File: config.mk
export PLATFORM = sky130hd
export DESIGN_NAME = apb_decoder
export DESIGN_NICKNAME = d
export VERILOG_FILES = /design/src/source/soc_pkg.sv /design/src/source/apb_decoder.sv
export SDC_FILE = /design/constraint.sdc
export NUM_CORES = 1
export LEC_CHECK = 0
export ABC_AREA = 1
export BUFFER_PORTS_ARGS = -buffer_cell sky130_fd_sc_hd__buf_2
export CORE_MARGIN = 2
export CORE_UTILIZATION = 24
export CTS_BUF_LIST = sky130_fd_sc_hd__clkbuf_8
export CTS_CLUSTER_DIAMETER = 80
export CTS_CLUSTER_SIZE = 25
export DETAILED_ROUTE_END_ITERATION = 10
export GPL_TIMING_DRIVEN = 0
export HOLD_SLACK_MARGIN = 0.02
export PLACE_DENSITY = 0.73
export SLEW_MARGIN = 30
export SYNTH_ARGS = -nofsm -noshare
export SYNTH_HDL_FRONTEND = slang
export SYNTH_SLANG_ARGS = --single-unit
File: constraint.sdc
create_clock -name i_clk -period 1.6 [get_ports i_clk]
set_input_delay 0.48 -clock i_clk [delete_from_list [all_inputs] [get_ports i_clk]]
set_output_delay 0.48 -clock i_clk [all_outputs]
set_load 0.01 [all_outputs]
File: src/source/soc_pkg.sv
// SoC slice definitions
// APB widths, address map and register offsets shared by all blocks
package soc_pkg;

  // APB bus widths
  localparam int APB_ADDR_W = 12;
  localparam int APB_DATA_W = 32;

  // Offset width inside one 256-byte slave window
  localparam int OFS_W = 8;

  // Slave windows, each 256 bytes long
  localparam logic [APB_ADDR_W-1:0] GPIO_BASE = 12'h000;
  localparam logic [APB_ADDR_W-1:0] PRCI_BASE = 12'h100;

  // GPIO registers
  // Output value, read and write
  localparam logic [OFS_W-1:0] GPIO_OUT_OFS = 8'h00;
  // Direction, 1 drives the pad
  localparam logic [OFS_W-1:0] GPIO_DIR_OFS = 8'h04;
  // Synchronized pad value, read only
  localparam logic [OFS_W-1:0] GPIO_IN_OFS = 8'h08;

  // PRCI registers
  // Status: bit 0 PLL lock, bit 1 DDR calib done, bit 2 system running
  localparam logic [OFS_W-1:0] PRCI_STATUS_OFS = 8'h00;
  // Soft reset: writing 1 to bit 0 restarts the system reset sequence
  localparam logic [OFS_W-1:0] PRCI_SRST_OFS = 8'h04;

  // Status register bit positions
  localparam int PRCI_ST_PLL_BIT = 0;
  localparam int PRCI_ST_DDR_BIT = 1;
  localparam int PRCI_ST_RUN_BIT = 2;

endpackage

File: src/source/apb_decoder.sv
// APB address decoder
// Selects GPIO or PRCI by address window, muxes read data, flags unmapped access
`timescale 1ns/1ps

module apb_decoder (
  input  logic                              i_clk,
  input  logic                              i_reset,
  input  logic                              i_apb_psel,
  input  logic                              i_apb_penable,
  input  logic                              i_apb_pwrite,
  input  logic [soc_pkg::APB_ADDR_W-1:0]    i_apb_paddr,
  output logic [soc_pkg::APB_DATA_W-1:0]    o_apb_prdata,
  output logic                              o_apb_pready,
  output logic                              o_apb_pslverr,
  output logic                              o_gpio_psel,
  output logic                              o_prci_psel,
  output logic [soc_pkg::OFS_W-1:0]         o_offset,
  input  logic [soc_pkg::APB_DATA_W-1:0]    i_gpio_prdata,
  input  logic [soc_pkg::APB_DATA_W-1:0]    i_prci_prdata
);

  localparam int HI = soc_pkg::APB_ADDR_W - 1;
  localparam int LO = soc_pkg::OFS_W;

  logic w_gpio_hit;
  logic w_prci_hit;
  logic w_unmapped;
  logic w_setup;
  logic r_err;

  // Window match on the upper address bits
  assign w_gpio_hit = (i_apb_paddr[HI:LO] == soc_pkg::GPIO_BASE[HI:LO]);
  assign w_prci_hit = (i_apb_paddr[HI:LO] == soc_pkg::PRCI_BASE[HI:LO]);
  assign w_unmapped = !w_gpio_hit && !w_prci_hit;
  assign w_setup    = i_apb_psel && !i_apb_penable;

  // Error state of the current transfer, captured in its setup cycle
  // and kept until the next one
  always_ff @(posedge i_clk) begin
    if (i_reset) begin
      r_err <= 1'b0;
    end else if (w_setup) begin
      r_err <= w_unmapped;
    end
  end

  assign o_gpio_psel = i_apb_psel && w_gpio_hit;
  assign o_prci_psel = i_apb_psel && w_prci_hit;
  assign o_offset    = i_apb_paddr[soc_pkg::OFS_W-1:0];

  // Unmapped reads return 0
  always_comb begin
    if (w_gpio_hit) begin
      o_apb_prdata = i_gpio_prdata;
    end else if (w_prci_hit) begin
      o_apb_prdata = i_prci_prdata;
    end else begin
      o_apb_prdata = '0;
    end
  end

  // No wait states anywhere in the slice
  assign o_apb_pready  = 1'b1;
  assign o_apb_pslverr = i_apb_psel && i_apb_penable && r_err;

endmodule

==> parameters.txt, run 1 <==
Parameter                              Value

Status
  Result of the run ... complete, but fails checks
  Violated checks ... setup timing

Cells and area
  Number of flip-flops in the largest register ... 1
  Largest registers in the final layout ... r_err x1
  Number of nets at the end of the flow ... between 300 and 400
  Total inserted antenna cells ... 0
  Relative area change from synthesis to final layout ... 120%
  Fraction of final layout cells sized beyond drive strength 1 ... 63.2%
  Final design area excluding fillers ... roughly 1600 um^2
  Final Util ... approximately 54%
  Biggest register ... r_err

Global routing
  Maximum number of pins on one net before global-route repair ... 11
  Total Routing Usage GR ... 15.8%
  Via count of the first global-routing pass ... 1130
  Global-route wire length before repair ... approximately 4.6 mm
  Congestion Overflow GR ... 0
  Antenna violations before repair ... 0

STA
  Post-layout min period ... roughly 1.7 ns
  Final Hold Viols ... 0
  Setup Total Neg Slack ... -3.52 ns
  Unrepaired setup endpoints after global routing ... yes
  Max Freq ... between 500 and 600 MHz
  Slew Viols, Final ... 0
  Worst hold slack ... between 0.5 and 0.6 ns
  # setup viols final ... 34
  Share of the clock period used by the worst path after layout ... 109%
  Final worst slack ... -0.137 ns
  Layout Skew ... 0 ns

Route
  Number of DRC markers after the initial detailed-route iteration ... 39
  Remaining DRCs ... 0
  DR pass1 iterations ... 3
  Average wire length per cell after detail routing ... ~11 um
  Met3 wirelength from detailed routing ... between 200 and 250 um
  Top metal layer carrying routed signals ... met3
  Wire length reported by the detailed router ... 3.10 mm
  Met1 wire length ... ~1.3 mm
  Vias ... approximately 1300
  Count of antenna-violating nets left after detailed routing ... 0
  Met2 layer wire length in the routed design ... 1.59 mm
  Vias per std cell ... about 4.5

Min path
  HP Start ... r_err$_SDFFE_PP0P_
  Worst min-delay path class ... reg2reg
  Endpoint of the worst hold path ... r_err$_SDFFE_PP0P_
  Number of cells on the worst hold path ... 4

Placement
  Number of input and output port buffers inserted ... roughly 110
  Final weighted congestion in routability-driven placement ... 0.727
  Placed Instance Area ... about 1400 um^2
  HPWL after detailed placement ... roughly 2.4 mm

Floorplanning
  Width of the die ... 59.6 um
  Site Rows ... 20
  Number of top-level pins ... approximately 130
  Starting density of the core ... between 20% and 30%
  Total core area ... about 3000 um^2
  Total die area ... 3550 um^2
  Die Y ... approximately 60 um

Logic synthesis
  Unique cell type count in the Yosys netlist ... 15
  Count of mapped cells out of synthesis ... approximately 140
  Area share of the largest cell type after synthesis ... 39.9%
  Synth warnings ... 0
  Largest cells by area after synthesis ... sky130_fd_sc_hd__nand3_1, sky130_fd_sc_hd__nand2_1, sky130_fd_sc_hd__buf_4
  Cell taking the most area after synthesis ... sky130_fd_sc_hd__nand3_1
  Net Count, Synth ... approximately 220
  Share of synthesized flip-flops with an asynchronous set or reset ... 0%
  Flops & latches, synth ... 1
  Most frequent cells after synthesis ... sky130_fd_sc_hd__nand3_1, sky130_fd_sc_hd__nand2_1, sky130_fd_sc_hd__buf_4
  Cell with the most instances after synthesis ... sky130_fd_sc_hd__nand3_1
  Syn avg cell area ... between 5 and 6 um^2
  Post-synthesis instance area ... between 700 and 800 um^2
  Share of the yosys chip area belonging to registers ... roughly 2.7%
  Predominant post-synthesis flop cell ... sky130_fd_sc_hd__dfxtp_1
  Number of synthesized flops with an enable pin ... 0

Run
  Max cap viols ... 0

Setup path
  Type of element launching the critical path ... primary input
  Critical R2R Launch ... r_err$_SDFFE_PP0P_
  Setup slack of the most critical reg-to-reg path ... between 1 and 1.5 ns
  Combined buffer and inverter count along the critical path ... 5
  WS Path Type ... in2out
  Type of element capturing the critical path ... output pin
  Cell mode on critical path ... sky130_fd_sc_hd__buf_6
  Largest stage delay on the critical path ... 0.14 ns
  Worst-case reg-to-reg path depth ... 4
  Critical path peak fanout ... 6
  Data arrival at the endpoint of the critical path ... ~1.3 ns
  Critical Path RT ... ~1.1 ns
  Reg-to-reg endpoint ... r_err$_SDFFE_PP0P_
  Crit path max-delay family ... buffers and inverters
  Master of the slowest instance on the critical path ... sky130_fd_sc_hd__buf_6
  Worst setup path startpoint ... i_apb_paddr[10]
  Cell breakdown of the critical path ... buf_6, nor2_4, buf_6, buf_6, buf_6, nand3_2, nand2_1, buf_2

Power
  Worst VDD drop ... roughly 0.16 mV
  PD cells ... between 200 and 250 nW/um^2
  Cell leakage power ... 0.00103 uW

Clock tree
  Clock edge transition at the registers on the reported setup and hold paths ... 0 ns
  Clock latency at the later pin of the worst-skew pair ... 0 ns
  Hold Buf Count CTS ... 0
==> area by class of cell <==
cell class,count,area [um^2]
Multi-Input combinational cell,109,602
Sequential cell,1,20.0
Inverter,6,27.5
Timing Repair Buffer,123,717
Buffer,22,219
Fill cell,311,1380
Tap cell,33,41.3
==> kinds of logic after synthesis <==
kind of cell | count (synthesis) | share of synthesized area (%)
other | 1 | 0.506
and+or+nand+nor | 108 | 71.1
buffers and inverters | 28 | 25.7
DFF | 1 | 2.70
==> worst register-to-register path: stages (launching register included) <==
cell                      delay [ns]
sky130_fd_sc_hd__dfxtp_1        0.28
sky130_fd_sc_hd__inv_1          0.06
sky130_fd_sc_hd__nand2_1        0.05
sky130_fd_sc_hd__nand2_1        0.05
sky130_fd_sc_hd__nor2_1         0.04
==> where the power goes <==
part	internal (uW)	leakage (uW)	total, uW	switching, uW
clock	0	0	0	0
sequential	27.2	0.00000829	27.7	0.460
combinational	188	0.00102	343	156
total	215	0.00103	371	156
==> stage by stage <==
stage / instances / power, uW / setup slack [ns]
final: 294 / 371 / -0.137
after global routing: 294 / 403 / -0.200
after CTS: 294 / 362 / -0.148
after detailed placement: 285 / 303 / -0.286
after global placement: 285 / 301 / -0.264
after floorplan: 138 / 161 / 0.0389
==> routing by layer <==
layer | GRT usage, % | up-vias
li1 | - | 701
met1 | 19.2 | 572
met2 | 31.7 | 60
met3 | 0.437 | 0
met4 | 0.635 | 0
met5 | 0 | -
==> cell usage in the layout, fill, tap and decap left out, drive strengths merged <==
cell type	instances
nor3	3
nor2	5
nand3	64
dfxtp	1
buf	145
conb	1
inv	6
nand2	36
==> repair_timing <==
item	4_1_cts	5_1_grt
setup endpoints to repair	34	34
setup buffers	6	0
cloned	3	0
pin swaps	7	3
gates resized for setup	43	14
==> worst max path at each step <==
stage | endpoint | slack, ns | depth (start not counted)
CTS | o_apb_prdata[31] | -0.15 | 8
finish | o_apb_prdata[31] | -0.14 | 8
global route | o_apb_prdata[31] | -0.20 | 8
floorplan | o_apb_prdata[10] | 0.04 | 5
detailed placement | o_apb_prdata[3] | -0.29 | 6
global placement | o_apb_prdata[5] | -0.26 | 6
(Power assumes the default switching activity.)
==> run 2: changes to the inputs <==
--- a/config.mk
+++ b/config.mk
@@ -16,6 +16,7 @@
 export GPL_TIMING_DRIVEN = 0
 export HOLD_SLACK_MARGIN = 0.02
 export PLACE_DENSITY = 0.73
+export SKIP_LAST_GASP = 1
 export SLEW_MARGIN = 30
 export SYNTH_ARGS = -nofsm -noshare
 export SYNTH_HDL_FRONTEND = slang
==> constraint.sdc (replaced) <==
create_clock -name i_clk -period 1.6 [get_ports i_clk]
set_input_delay 0.48 -clock i_clk [delete_from_list [all_inputs] [get_ports i_clk]]
set_output_delay 0.48 -clock i_clk [all_outputs]
set_load 0.05 [all_outputs]
==> parameters.txt, run 2 (synthesis gave the netlist of run 1 again) <==
Parameter                              Value

STA
  Max Freq ... between 500 and 600 MHz
  Unrepaired setup endpoints after global routing ... yes
  Final Hold Viols ... 0
  # setup viols final ... 34
  Layout Skew ... 0 ns
  Final worst slack ... -0.249 ns
  Post-layout min period ... between 1.5 and 2 ns
  Share of the clock period used by the worst path after layout ... 116%
  Slew Viols, Final ... 0

Setup path
  Worst-case reg-to-reg path depth ... 4
  Setup slack of the most critical reg-to-reg path ... 0.97 ns
  Critical R2R Launch ... r_err$_SDFFE_PP0P_
  Critical path peak fanout ... 10
  Reg-to-reg endpoint ... r_err$_SDFFE_PP0P_
  Type of element launching the critical path ... primary input
  Type of element capturing the critical path ... output pin
  WS Path Type ... in2out
  Critical Path RT ... 1.12 ns
  Data arrival at the endpoint of the critical path ... 1.37 ns

Global routing
  Congestion Overflow GR ... 0
  Antenna violations before repair ... 0
  Via count of the first global-routing pass ... between 1000 and 1500
  Total Routing Usage GR ... around 18%
  Maximum number of pins on one net before global-route repair ... 11
  Global-route wire length before repair ... 4.97 mm

Placement
  HPWL after detailed placement ... roughly 2.5 mm
  Final weighted congestion in routability-driven placement ... 0.678
  Placed Instance Area ... between 1500 and 2000 um^2
  Number of input and output port buffers inserted ... between 100 and 150

Route
  Count of antenna-violating nets left after detailed routing ... 0
  Remaining DRCs ... 0
  Wire length reported by the detailed router ... ~3.5 mm
  Vias ... 1365
  Average wire length per cell after detail routing ... ~12 um
  DR pass1 iterations ... 4
  Vias per std cell ... around 4.7
  Number of DRC markers after the initial detailed-route iteration ... between 40 and 50

Floorplanning
  Number of top-level pins ... around 130
  Site Rows ... 20
  Total die area ... roughly 3500 um^2
  Width of the die ... slightly below 60 um
  Total core area ... around 3000 um^2
  Die Y ... 59.6 um
  Starting density of the core ... between 20% and 30%

Run
  Max cap viols ... 0

Clock tree
  Clock edge transition at the registers on the reported setup and hold paths ... 0 ns
  Clock latency at the later pin of the worst-skew pair ... 0 ns

Cells and area
  Biggest register ... r_err
  Leading cell types in the layout, fill and taps excluded ... sky130_fd_sc_hd__buf_2, sky130_fd_sc_hd__nand3_1, sky130_fd_sc_hd__buf_6, sky130_fd_sc_hd__nand2_4, sky130_fd_sc_hd__nand3_2
  Largest registers in the final layout ... r_err x1
  Final design area excluding fillers ... slightly above 2000 um^2
  Total inserted antenna cells ... 0
  Number of nets at the end of the flow ... 340
  Relative area change from synthesis to final layout ... 177%
  Fraction of final layout cells sized beyond drive strength 1 ... between 70% and 80%
  Number of flip-flops in the largest register ... 1
  Leading cell type in the layout, fill and taps excluded ... sky130_fd_sc_hd__buf_2
  Final Util ... about 70%

Power
  Worst VDD drop ... ~0.25 mV
  Cell leakage power ... 0.00105 uW
  PD cells ... approximately 270 nW/um^2
  Overall Power ... 551 uW

Status
  Violated checks ... setup timing
  Result of the run ... complete, but fails checks

Min path
  HP Start ... r_err$_SDFFE_PP0P_
  Worst min-delay path class ... reg2reg
  Endpoint of the worst hold path ... r_err$_SDFFE_PP0P_
  Number of cells on the worst hold path ... 4
## run 2: cell count changes in the layout (fill, tap and decap cells not counted), sizes merged
cell / delta
buf: -5
clkbuf: +1
## run 2: per-stage QoR
stage                     setup TNS (ns)  hold slack, ns  worst slack [ns]  instances
after global routing               -9.51           0.628            -0.315        290
after CTS                          -8.07           0.579            -0.260        290
after global placement            -14.67           0.571            -0.495        285
after detailed placement          -14.74           0.579            -0.491        285
final                              -7.61           0.571            -0.249        290
after floorplan                    -1.73           0.552            -0.128        138
## run 2: report_power, final
group          switching [uW]  internal [uW]  total (uW)
clock network               0              0           0
logic                     303            221         524
registers               0.352           27.2        27.6
## run 2: layout make-up
cell class	instances	area [um^2]
multi-input combinational	109	857
buffer	22	218
fill	249	953
timing repair buffer	119	891
inverter	6	22.5
sequential	1	20.0
tap	33	41.3
## run 2: worst max-delay path: stages
cell and delay [ns]:
sky130_fd_sc_hd__buf_2 0.11, sky130_fd_sc_hd__nor2_4 0.11, sky130_fd_sc_hd__buf_8 0.15, sky130_fd_sc_hd__clkbuf_8 0.18, sky130_fd_sc_hd__nand3_1 0.09, sky130_fd_sc_hd__nand2_2 0.08, sky130_fd_sc_hd__buf_6 0.15
## run 2: repair_timing
item,CTS,global route
buffers inserted,2,0
hold buffers,0,0
gates resized for setup,110,6
pin swaps,2,0
setup endpoints to repair,35,34
gates cloned,3,0
## run 2: worst max path at each step
stage,startpoint,endpoint,slack (ns),cells after the start
global placement,i_apb_paddr[8],o_apb_prdata[23],-0.50,7
global route,i_apb_paddr[11],o_apb_prdata[30],-0.32,7
floorplan,i_apb_paddr[11],o_gpio_psel,-0.13,4
detailed placement,i_apb_paddr[8],o_apb_prdata[23],-0.49,7
finish,i_apb_paddr[11],o_apb_prdata[30],-0.25,7
CTS,i_apb_paddr[11],o_apb_prdata[16],-0.26,7
## run 2: metal layers
layer	vias to the layer above	share of wire (%)	GRT usage [%]
met3	2	9.4	2.40
met1	608	36	19.8
met4	0	0.55	1.27
met2	65	54	35.3
met5	-	0	0
li1	690	-	-
