$ cat src/source/soc_pkg.sv
// SoC slice definitions
// APB widths, address map and register offsets shared by all blocks
package soc_pkg;

  // APB bus widths
  localparam int APB_ADDR_W = 12;
  localparam int APB_DATA_W = 32;

  // Offset width inside one 256-byte slave window
  localparam int OFS_W = 8;

  // Slave windows, each 256 bytes long
  localparam logic [APB_ADDR_W-1:0] GPIO_BASE = 12'h000;
  localparam logic [APB_ADDR_W-1:0] PRCI_BASE = 12'h100;

  // GPIO registers
  // Output value, read and write
  localparam logic [OFS_W-1:0] GPIO_OUT_OFS = 8'h00;
  // Direction, 1 drives the pad
  localparam logic [OFS_W-1:0] GPIO_DIR_OFS = 8'h04;
  // Synchronized pad value, read only
  localparam logic [OFS_W-1:0] GPIO_IN_OFS = 8'h08;

  // PRCI registers
  // Status: bit 0 PLL lock, bit 1 DDR calib done, bit 2 system running
  localparam logic [OFS_W-1:0] PRCI_STATUS_OFS = 8'h00;
  // Soft reset: writing 1 to bit 0 restarts the system reset sequence
  localparam logic [OFS_W-1:0] PRCI_SRST_OFS = 8'h04;

  // Status register bit positions
  localparam int PRCI_ST_PLL_BIT = 0;
  localparam int PRCI_ST_DDR_BIT = 1;
  localparam int PRCI_ST_RUN_BIT = 2;

endpackage

$ cat src/source/apb_prci.sv
// PLL and reset control block
// Sequences system and debug resets from lock inputs and a soft reset on APB
`timescale 1ns/1ps

module apb_prci #(
  parameter int reset_delay = 16
) (
  input  logic                              i_clk,
  input  logic                              i_reset,
  input  logic                              i_sys_locked,
  input  logic                              i_ddr_locked,
  input  logic                              i_psel,
  input  logic                              i_penable,
  input  logic                              i_pwrite,
  input  logic [soc_pkg::OFS_W-1:0]         i_offset,
  input  logic [soc_pkg::APB_DATA_W-1:0]    i_pwdata,
  output logic [soc_pkg::APB_DATA_W-1:0]    o_prdata,
  output logic                              o_sys_rst,
  output logic                              o_sys_nrst,
  output logic                              o_dbg_nrst
);

  // Counter width and start value; the sync stages take 3 of the cycles
  localparam int CNT_W = $clog2(reset_delay);
  localparam logic [CNT_W-1:0] CNT_LOAD = CNT_W'(reset_delay - 3);

  logic [1:0]       r_lock_meta;
  logic [1:0]       r_lock_sync;
  logic [1:0]       r_soft_req;
  logic [CNT_W-1:0] r_cnt;
  logic             r_sys_rst;
  logic             r_dbg_nrst;
  logic             w_soft_wr;
  logic             w_locks_raw;
  logic             w_locks_sync;
  logic             w_hold;

  // Soft reset is taken at the end of the access cycle
  assign w_soft_wr = i_psel && i_penable && i_pwrite &&
                     (i_offset == soc_pkg::PRCI_SRST_OFS) && i_pwdata[0];

  assign w_locks_raw  = i_sys_locked && i_ddr_locked;
  assign w_locks_sync = &r_lock_sync;

  // A falling lock asserts reset at once, release waits for the synchronizer
  assign w_hold = i_reset || !w_locks_raw || !w_locks_sync || w_soft_wr || (|r_soft_req);

  // Two-flop synchronizer, bit 0 PLL, bit 1 DDR
  always_ff @(posedge i_clk) begin
    if (i_reset) begin
      r_lock_meta <= 2'b00;
      r_lock_sync <= 2'b00;
    end else begin
      r_lock_meta <= {i_ddr_locked, i_sys_locked};
      r_lock_sync <= r_lock_meta;
    end
  end

  // Soft request stays pending for as long as a lock takes through the sync
  always_ff @(posedge i_clk) begin
    if (i_reset) begin
      r_soft_req <= 2'b00;
    end else begin
      r_soft_req <= {r_soft_req[0], w_soft_wr};
    end
  end

  // Release down-counter
  always_ff @(posedge i_clk) begin
    if (w_hold) begin
      r_cnt     <= CNT_LOAD;
      r_sys_rst <= 1'b1;
    end else if (r_cnt != '0) begin
      r_cnt <= r_cnt - 1'b1;
    end else begin
      r_sys_rst <= 1'b0;
    end
  end

  // Debug reset only sees the power-on reset
  always_ff @(posedge i_clk) begin
    if (i_reset) begin
      r_dbg_nrst <= 1'b0;
    end else begin
      r_dbg_nrst <= 1'b1;
    end
  end

  // Register read mux, soft-reset register reads back as 0
  always_comb begin
    o_prdata = '0;
    if (i_offset == soc_pkg::PRCI_STATUS_OFS) begin
      o_prdata[soc_pkg::PRCI_ST_PLL_BIT] = r_lock_sync[0];
      o_prdata[soc_pkg::PRCI_ST_DDR_BIT] = r_lock_sync[1];
      o_prdata[soc_pkg::PRCI_ST_RUN_BIT] = !r_sys_rst;
    end
  end

  assign o_sys_rst  = r_sys_rst;
  assign o_sys_nrst = !r_sys_rst;
  assign o_dbg_nrst = r_dbg_nrst;

endmodule

$ cat config.mk
export PLATFORM = sky130hd
export DESIGN_NAME = apb_prci
export DESIGN_NICKNAME = d
export VERILOG_FILES = /design/src/source/soc_pkg.sv /design/src/source/apb_prci.sv
export SDC_FILE = /design/constraint.sdc
export NUM_CORES = 1
export LEC_CHECK = 0
export BUFFER_PORTS_ARGS = -buffer_cell sky130_fd_sc_hd__buf_2
export CAP_MARGIN = 20
export CORE_UTILIZATION = 31
export CTS_BUF_LIST = sky130_fd_sc_hd__clkbuf_2 sky130_fd_sc_hd__clkbuf_4 sky130_fd_sc_hd__clkbuf_8
export DETAILED_ROUTE_END_ITERATION = 10
export PLACE_DENSITY = 0.78
export SLEW_MARGIN = 10
export SYNTH_ARGS = -nofsm -noshare
export SYNTH_HDL_FRONTEND = slang
export SYNTH_SLANG_ARGS = --single-unit
$ cat constraint.sdc
create_clock -name i_clk -period 1.4 [get_ports i_clk]
set_input_delay 0 -clock i_clk [delete_from_list [all_inputs] [get_ports i_clk]]
set_output_delay 0 -clock i_clk [all_outputs]
set_load 0.01 [all_outputs]
==> results of run 1 <==
==> repair_timing <==
action	in CTS	in global routing
endpoints found under the hold margin	7	0
hold buffers	3	0
endpoints found under the setup margin	0	2
gates resized for setup	0	5
==> metrics by stage <==
step / util / std cells / total power [mW] / worst slack (ns)
global placement: 0.365 / 129 / 0.426 / -0.0800
floorplan: - / 109 / 0.461 / 0.0370
global route: 0.404 / 136 / 0.743 / 0.0224
detailed placement: 0.365 / 129 / 0.428 / -0.121
finish: 0.404 / 136 / 0.703 / 0.0806
CTS: 0.398 / 136 / 0.709 / 0.0129
==> kinds of logic (layout without fill, tap and decap cells) <==
family                   count (synthesis)  count (layout)  synth area share
other                                    1              29           0.00530
AND/OR/NAND/NOR                         27              27             0.223
AO/OA/AOI/OAI                            2               2            0.0283
buffers and inverters                   35              35             0.342
XOR/XNOR                                 1               1            0.0124
multiplexers                             1               1            0.0142
adder cells (fa/ha/maj)                  2               2            0.0354
flip-flops                              12              12             0.340
==> registers in the layout, summed over array words and instances (netlist names) <==
| name | count |
|---|---|
| o_dbg_nrst | 1 |
| o_sys_rst | 1 |
| r_cnt | 4 |
| r_lock_meta | 2 |
| r_lock_sync | 2 |
| r_soft_req | 2 |
==> critical path: cells and delay by family (launching register included) <==
kind                       cells  cell delay, ns
and+or+nand+nor                2            0.49
DFF                            1            0.34
xor gates and xnor gates       1            0.15
adders and majority gates      1            0.14
buffers and inverters          1            0.08
==> worst max-delay path by stage <==
stage	end	slack, ns
2_1_floorplan	r_cnt[1]	0.04
3_3_place_gp	r_cnt[1]	-0.08
3_5_place_dp	r_cnt[1]	-0.12
4_1_cts	r_cnt[0]	0.01
5_1_grt	r_cnt[0]	0.02
6_report	r_cnt[0]	0.08
==> where the power goes <==
part | internal, mW | total, mW | leakage [nW] | switching (mW)
Clock | 0.158 | 0.275 | 0.0210 | 0.117
Sequential | 0.348 | 0.350 | 0.0976 | 0.00170
Combinational | 0.0279 | 0.0783 | 0.311 | 0.0504
==> final cells by class <==
class / instances / area [um^2] / share of cell area
timing repair buffer: 26 / 150 / 0.182
tap: 27 / 33.8 / 0.0409
inverter: 5 / 18.8 / 0.0227
multi-input combinational: 62 / 345 / 0.418
sequential: 12 / 241 / 0.292
clock buffer: 4 / 36.3 / 0.0439
==> metal layers <==
metal	vias to the layer above	GRT usage
met5	-	0
met4	0	0.0286
met3	0	0.0463
met2	35	0.205
met1	248	0.0769
li1	259	-
==> synthesized netlist by cell type, drive strengths merged <==
cell     instances  area (um^2)
nor2             2         7.51
xnor2            1         8.76
o2111ai          1         8.76
or3b             1         8.76
nand2            3         11.3
or4              2         18.8
nor4             1         6.26
or3              1         6.26
and2             2         12.5
o2111a           1         11.3
nand3            6         30.0
ha               2         25.0
buf             30          223
nor2b            5         31.3
nor4b            1         8.76
nor3             2         10.0
mux2i            1         10.0
nand2b           1         6.26
conb             1         3.75
inv              5         18.8
dfxtp           12          240
==> metrics list, run 1 <==
* Final global-route overflow total: 0
- Final count of hold timing violations: 0
* DRT Pass-1 Iters: 2
* Pleak: 0.429 nW
- Type of element capturing the critical path: flop
* Routability-driven placement congestion ratio: 0.705
* Cell with the largest stage delay on the worst path: sky130_fd_sc_hd__or3b_4
- After legalization and detailed placement, the total HPWL measured 922 um.
- CTS built an H-tree with a depth of 1.
- In the finished design, the share of the clock period the worst path needs comes to 0.942.
* Result of the run: finished, final reports clean
- Initial DRC count: 5
- Once placement finished, the instance area stood at 746 um^2.
- For the finished layout, the period the worst path requires is 1.32 ns.
- Clock root buffer: sky130_fd_sc_hd__clkbuf_4
- Data on the critical path is required at its endpoint by 1.55 ns.
* Mean number of vias per cell: 3.99
* Routed wire length: 1140 um
- Entering global routing, the biggest net connects 8 pins.
- IR analysis of the VDD net gives a maximum drop of 0.000697 V.
- Final setup violating endpoints: 0
* Share of layout cells above drive strength 1: 0.303
* Mean instance size in the synthesized netlist: 8.73 um^2
- Cell Pwr Density: 851 nW/um^2
* FILL cells: 216
- Summing all non-filler instances in the final layout gives an area of 826 um^2.
* Seq/Total Area, Yosys: 0.340
- Max Freq: 0.758 GHz
- The clock reaches the later pin of the worst-skew pair after 0.27 ns.
- Counting distinct cell types in the post-synthesis netlist gives 23.
- Counting flops and latches in the post-synthesis netlist gives 12.
* Met2 routed wirelength: 636 um
- Once the clock tree was built, the setup fixing pass inserted 0 buffers.
* Max cap viols: 0
- By startpoint and endpoint, the worst setup path is classified as flop to flop.
* Routed met3 length: 89 um
- For the worst setup path, the data arrival time is 1.47 ns.
- Worst reg2reg path depth: 5
- Total Die Area: 2480 um^2
- For this block, wires on met1 add up to 414 um.
- The tightest hold path in the finished design has a slack of 0.179 ns.
* Commonest cells after routing, fill and taps aside: 29 x sky130_fd_sc_hd__conb_1, 21 x sky130_fd_sc_hd__buf_2, 11 x sky130_fd_sc_hd__dfxtp_1
- Post-detailed-route count of antenna-violating nets: 0
- Global-route total usage across every layer: 0.0985
- Along the worst hold path, the cell count comes to 4.
- Classification of the worst-slack hold path: input pin to flop
- Setup repair after global routing left no endpoint under its margin.
- Max FO, Critical Path: 4
- Ordered list of cells on the worst path: inv_2 > ha_4 > or3b_4 > xnor2_1 > nand3_1
- Total DRC errors in the routed layout: 0
* Number of buffers on the longest clock path: 2
- Endpoint of the worst register-to-register path: r_cnt[0]
- The cell count after synthesis came out at 81.
- Worst-case hold path end point: r_soft_req[0]
* Chip Height: 49.8 um
- The initialized floorplan defines 16 standard-cell rows.
- In this run the top signal layer used is met3.
- The repair_antennas step left the layout with diodes totalling 0.
- Initial cell density of the core: 0.346
- TritonCTS built the clock tree.
* Final Max Tran Viols: 0
* Fin nets: 159
- Across the routed clock network, the largest skew measured is 0.00612 ns.
* Global-route wire length before repair: 1800 um
- Horizontal extent of the die: 49.8 um
- The synthesized netlist occupies a cell area of 707 um^2.
* Most common library cell in the layout ignoring fill and taps: sky130_fd_sc_hd__conb_1
- 82 I/O pins were placed.
- Number of vias in the routed layout: 542
* Growth of design area from synthesis to finish: 16.8%
- Clock tree synthesis found a total of 12 sinks.
* Via count of the first global-routing pass: 482
- In this run the critical register-to-register path is launched from r_cnt[1].
- For this run, the number of Yosys warnings is 0.
* Total CTS buffers: 3
- The worst setup path is launched from a flop.
- The core region is 2040 um^2.
- The initial antenna violation count is 0.
- Wire length per cell: 8.38 um
- Sum of negative setup slack: 0 ns
- Across all register-to-register paths, the minimum setup slack is 0.08 ns.
- CP Launch Point: r_cnt[1]
* CTS clk-pin slew, worst paths: 0.08 ns
- On the worst path, the slowest cell contributes a delay of 0.40 ns.
- In this run the most critical hold path is launched from i_pwrite.
- Port buffer count: 21
Power figures use the tool's default switching activity.
==> run 2: changes to the inputs <==
Settings changed: CORE_MARGIN from default to 2, CORE_UTILIZATION 31 to 29, CTS_BUF_LIST sky130_fd_sc_hd__clkbuf_2 sky130_fd_sc_hd__clkbuf_4 sky130_fd_sc_hd__clkbuf_8 to default, PLACE_DENSITY 0.78 to 0.74.
==> run 2 against run 1 <==
  * Sequential power barely moved
  * First-iteration DRC count stayed put
  * Count of clock-buffer cells in the layout is 1 lower
  * Via count is 3.3% lower
  * Core utilization fell by 4.3 points
  * Global-route usage down 0.85 points
  * Sequential cell count stayed put
  * Cell count up 0.74%
  * Combinational power is 1% lower
  * Routed wire length is 6.1% lower
  * Hold slack got worse by 0.16 ns
  * Critical path type unchanged
  * Highest routed layer is now met4
==> metrics list, run 2 (synthesis gave the netlist of run 1 again) <==
- In this run the standard cell core region covers 2250 um^2.
- The critical path in this run is classified as flop to flop.
- Final clock period utilization by the worst path: 0.950
- Initial DRC count: 5
* CTS clk-pin slew, worst paths: 0.06 ns
* Cell total after placement: 132
- Final global-route overflow total: 0
* Setup repair after global routing missed its margin: no
* Post-detailed-route count of antenna-violating nets: 0
- Measured along the x axis, the die boundary spans 53.4 um.
* # diodes: 0
* Wire length per cell: 7.82 um
* Commonest cells after routing, fill and taps aside: 29 x sky130_fd_sc_hd__conb_1, 21 x sky130_fd_sc_hd__buf_2, 11 x sky130_fd_sc_hd__dfxtp_1
- Max cap viols: 0
* CTS tree: yes
- Skew-Pair Late Insertion Delay: 0.25 ns
- The count of final hold-check violations was 0.
- The routed design has 1070 um of wire.
- The die covers 2850 um^2.
- Along the worst path, the maximum fanout reaches 4.
- DRT Pass-1 Iters: 4
- Subtracting the final worst setup slack from the clock period gives 1.33 ns.
- Number of vias in the routed layout: 524
* Result of the run: finished, final reports clean
* Number of ports placed on the die boundary: 82
- r_cnt holds more flip-flops than any other register.
- Cell Count, Final, Fillers Out: 137
- Classification of the worst-slack hold path: input pin to flop
* H-tree lvl count: 1
- Relative to the synthesized area, the layout overhead comes to 15.4%.
- At the placement stage, the worst setup path has a slack of -0.111 ns.
* Cell Pwr Density: 757 nW/um^2
- IR analysis of the VDD net gives a maximum drop of 0.000841 V.
- Clock root buffer: sky130_fd_sc_hd__clkbuf_4
- The max-slew violation total from the final report was 0.
* Mean number of vias per cell: 3.82
- The analysis attributes to cell leakage a power of 0.432 nW.
- In the routed design, unresolved DRC markers number 0.
- Number of buffers on the longest clock path: 2
- The library cell used most frequently in the layout, excluding fill and tap cells, is sky130_fd_sc_hd__conb_1.
* Initial cell density of the core: 0.314
* Number of cell rows: 17
* Type of element capturing the critical path: flop
- Setup violations remaining at the end of the flow were counted as 0.
- Buffers placed on the I/O ports in this run total 21.
* Global-route wire length before repair: 1880 um
* Routability-driven placement congestion ratio: 0.664
- Post-route cell area: 816 um^2
* Sinks on the clock net: 12
- Max Freq: 0.752 GHz
* Flip-flop count of the largest register, all copies and words added: 4
* Crit path arrival time: 1.47 ns
- Buffers inserted during clock tree synthesis total 3.
* Chip Height: 53.4 um
* Global-route total usage across every layer: 0.0900
- Summing all placed instances gives a cell area of 762 um^2.
* Final core utilization: 0.362
- The number of global-route vias before repair came to 469.
- DP HPWL: 907 um
* Worst Setup Start Kind: flop
- In the final layout, the share of cells above drive strength 1 is 0.312.
* FILL cells: 230
- Clock skew on the completed layout was measured at 0.00122 ns.
- Data required time of the worst path: 1.53 ns
* Post-route total power: 0.617 mW
* Crit path setup slack, layout: 0.0699 ns
- Largest net degree at the start of global routing: 8
- After the last flow step, the layout net total stands at 160.
- The initial antenna violation count is 0.
-- run 2: changes by cell type in the layout (fill, tap and decap cells not counted), sizes merged --
| cell | delta |
|---|---|
| clkbuf | -1 |
| buf | +2 |
| dlygate4sd3 | -1 |
-- run 2: final timing paths --
path                                startpoint              to  slack (ns)  cells after the start
worst max-delay path                  r_cnt[1]        r_cnt[0]        0.07                      5
worst min-delay path              i_ddr_locked  r_lock_meta[1]        0.02                      2
worst max register to register        r_cnt[1]        r_cnt[0]        0.07                      5
worst min register to register  r_lock_meta[0]  r_lock_sync[0]        0.44                      1
-- run 2: final cells by class --
cell class | instances | area (um^2) | share of cell area
clock buffers | 3 | 22.5 | 0.0276
inverters | 5 | 18.8 | 0.0230
multi-input cells | 62 | 343 | 0.420
flip-flops and latches | 12 | 241 | 0.296
repair buffers | 27 | 155 | 0.190
well taps | 28 | 35.0 | 0.0429
-- run 2: metal layers --
metal / track usage / part of all wire / routed length [um]
met5: 0 / 0 / 0
met4: 0.0342 / 0.015 / 16
met3: 0.0339 / 0.081 / 87
met2: 0.156 / 0.52 / 553
met1: 0.0976 / 0.39 / 413
-- run 2: report_power, final --
group          switching, mW  leakage [nW]  internal, mW  total (mW)
registers            0.00193        0.0986         0.348       0.350
clock network         0.0908        0.0138        0.0990       0.190
logic                 0.0502         0.320        0.0274      0.0775
total                  0.143         0.432         0.474       0.617
-- run 2: critical path, cell delays in order, from the launching register on --
cell	delay [ns]
sky130_fd_sc_hd__dfxtp_2	0.33
sky130_fd_sc_hd__inv_2	0.06
sky130_fd_sc_hd__ha_2	0.18
sky130_fd_sc_hd__or3b_4	0.41
sky130_fd_sc_hd__xnor2_2	0.14
sky130_fd_sc_hd__nand3_1	0.09
-- run 2: timing repair --
action / in CTS / in global routing
endpoints found under the hold margin: 6 / 0
endpoints found under the setup margin: 0 / 2
buffers inserted: 0 / 0
gates resized for setup: 0 / 4
hold buffers: 2 / 0
-- run 2: per-stage QoR --
step	TNS [ns]	hold slack (ns)
6_report	0	0.0169
5_1_grt	0	0.0116
4_1_cts	0	0.00975
3_5_place_dp	-0.182	0.240
3_3_place_gp	-0.103	0.225
2_1_floorplan	0	0.0529
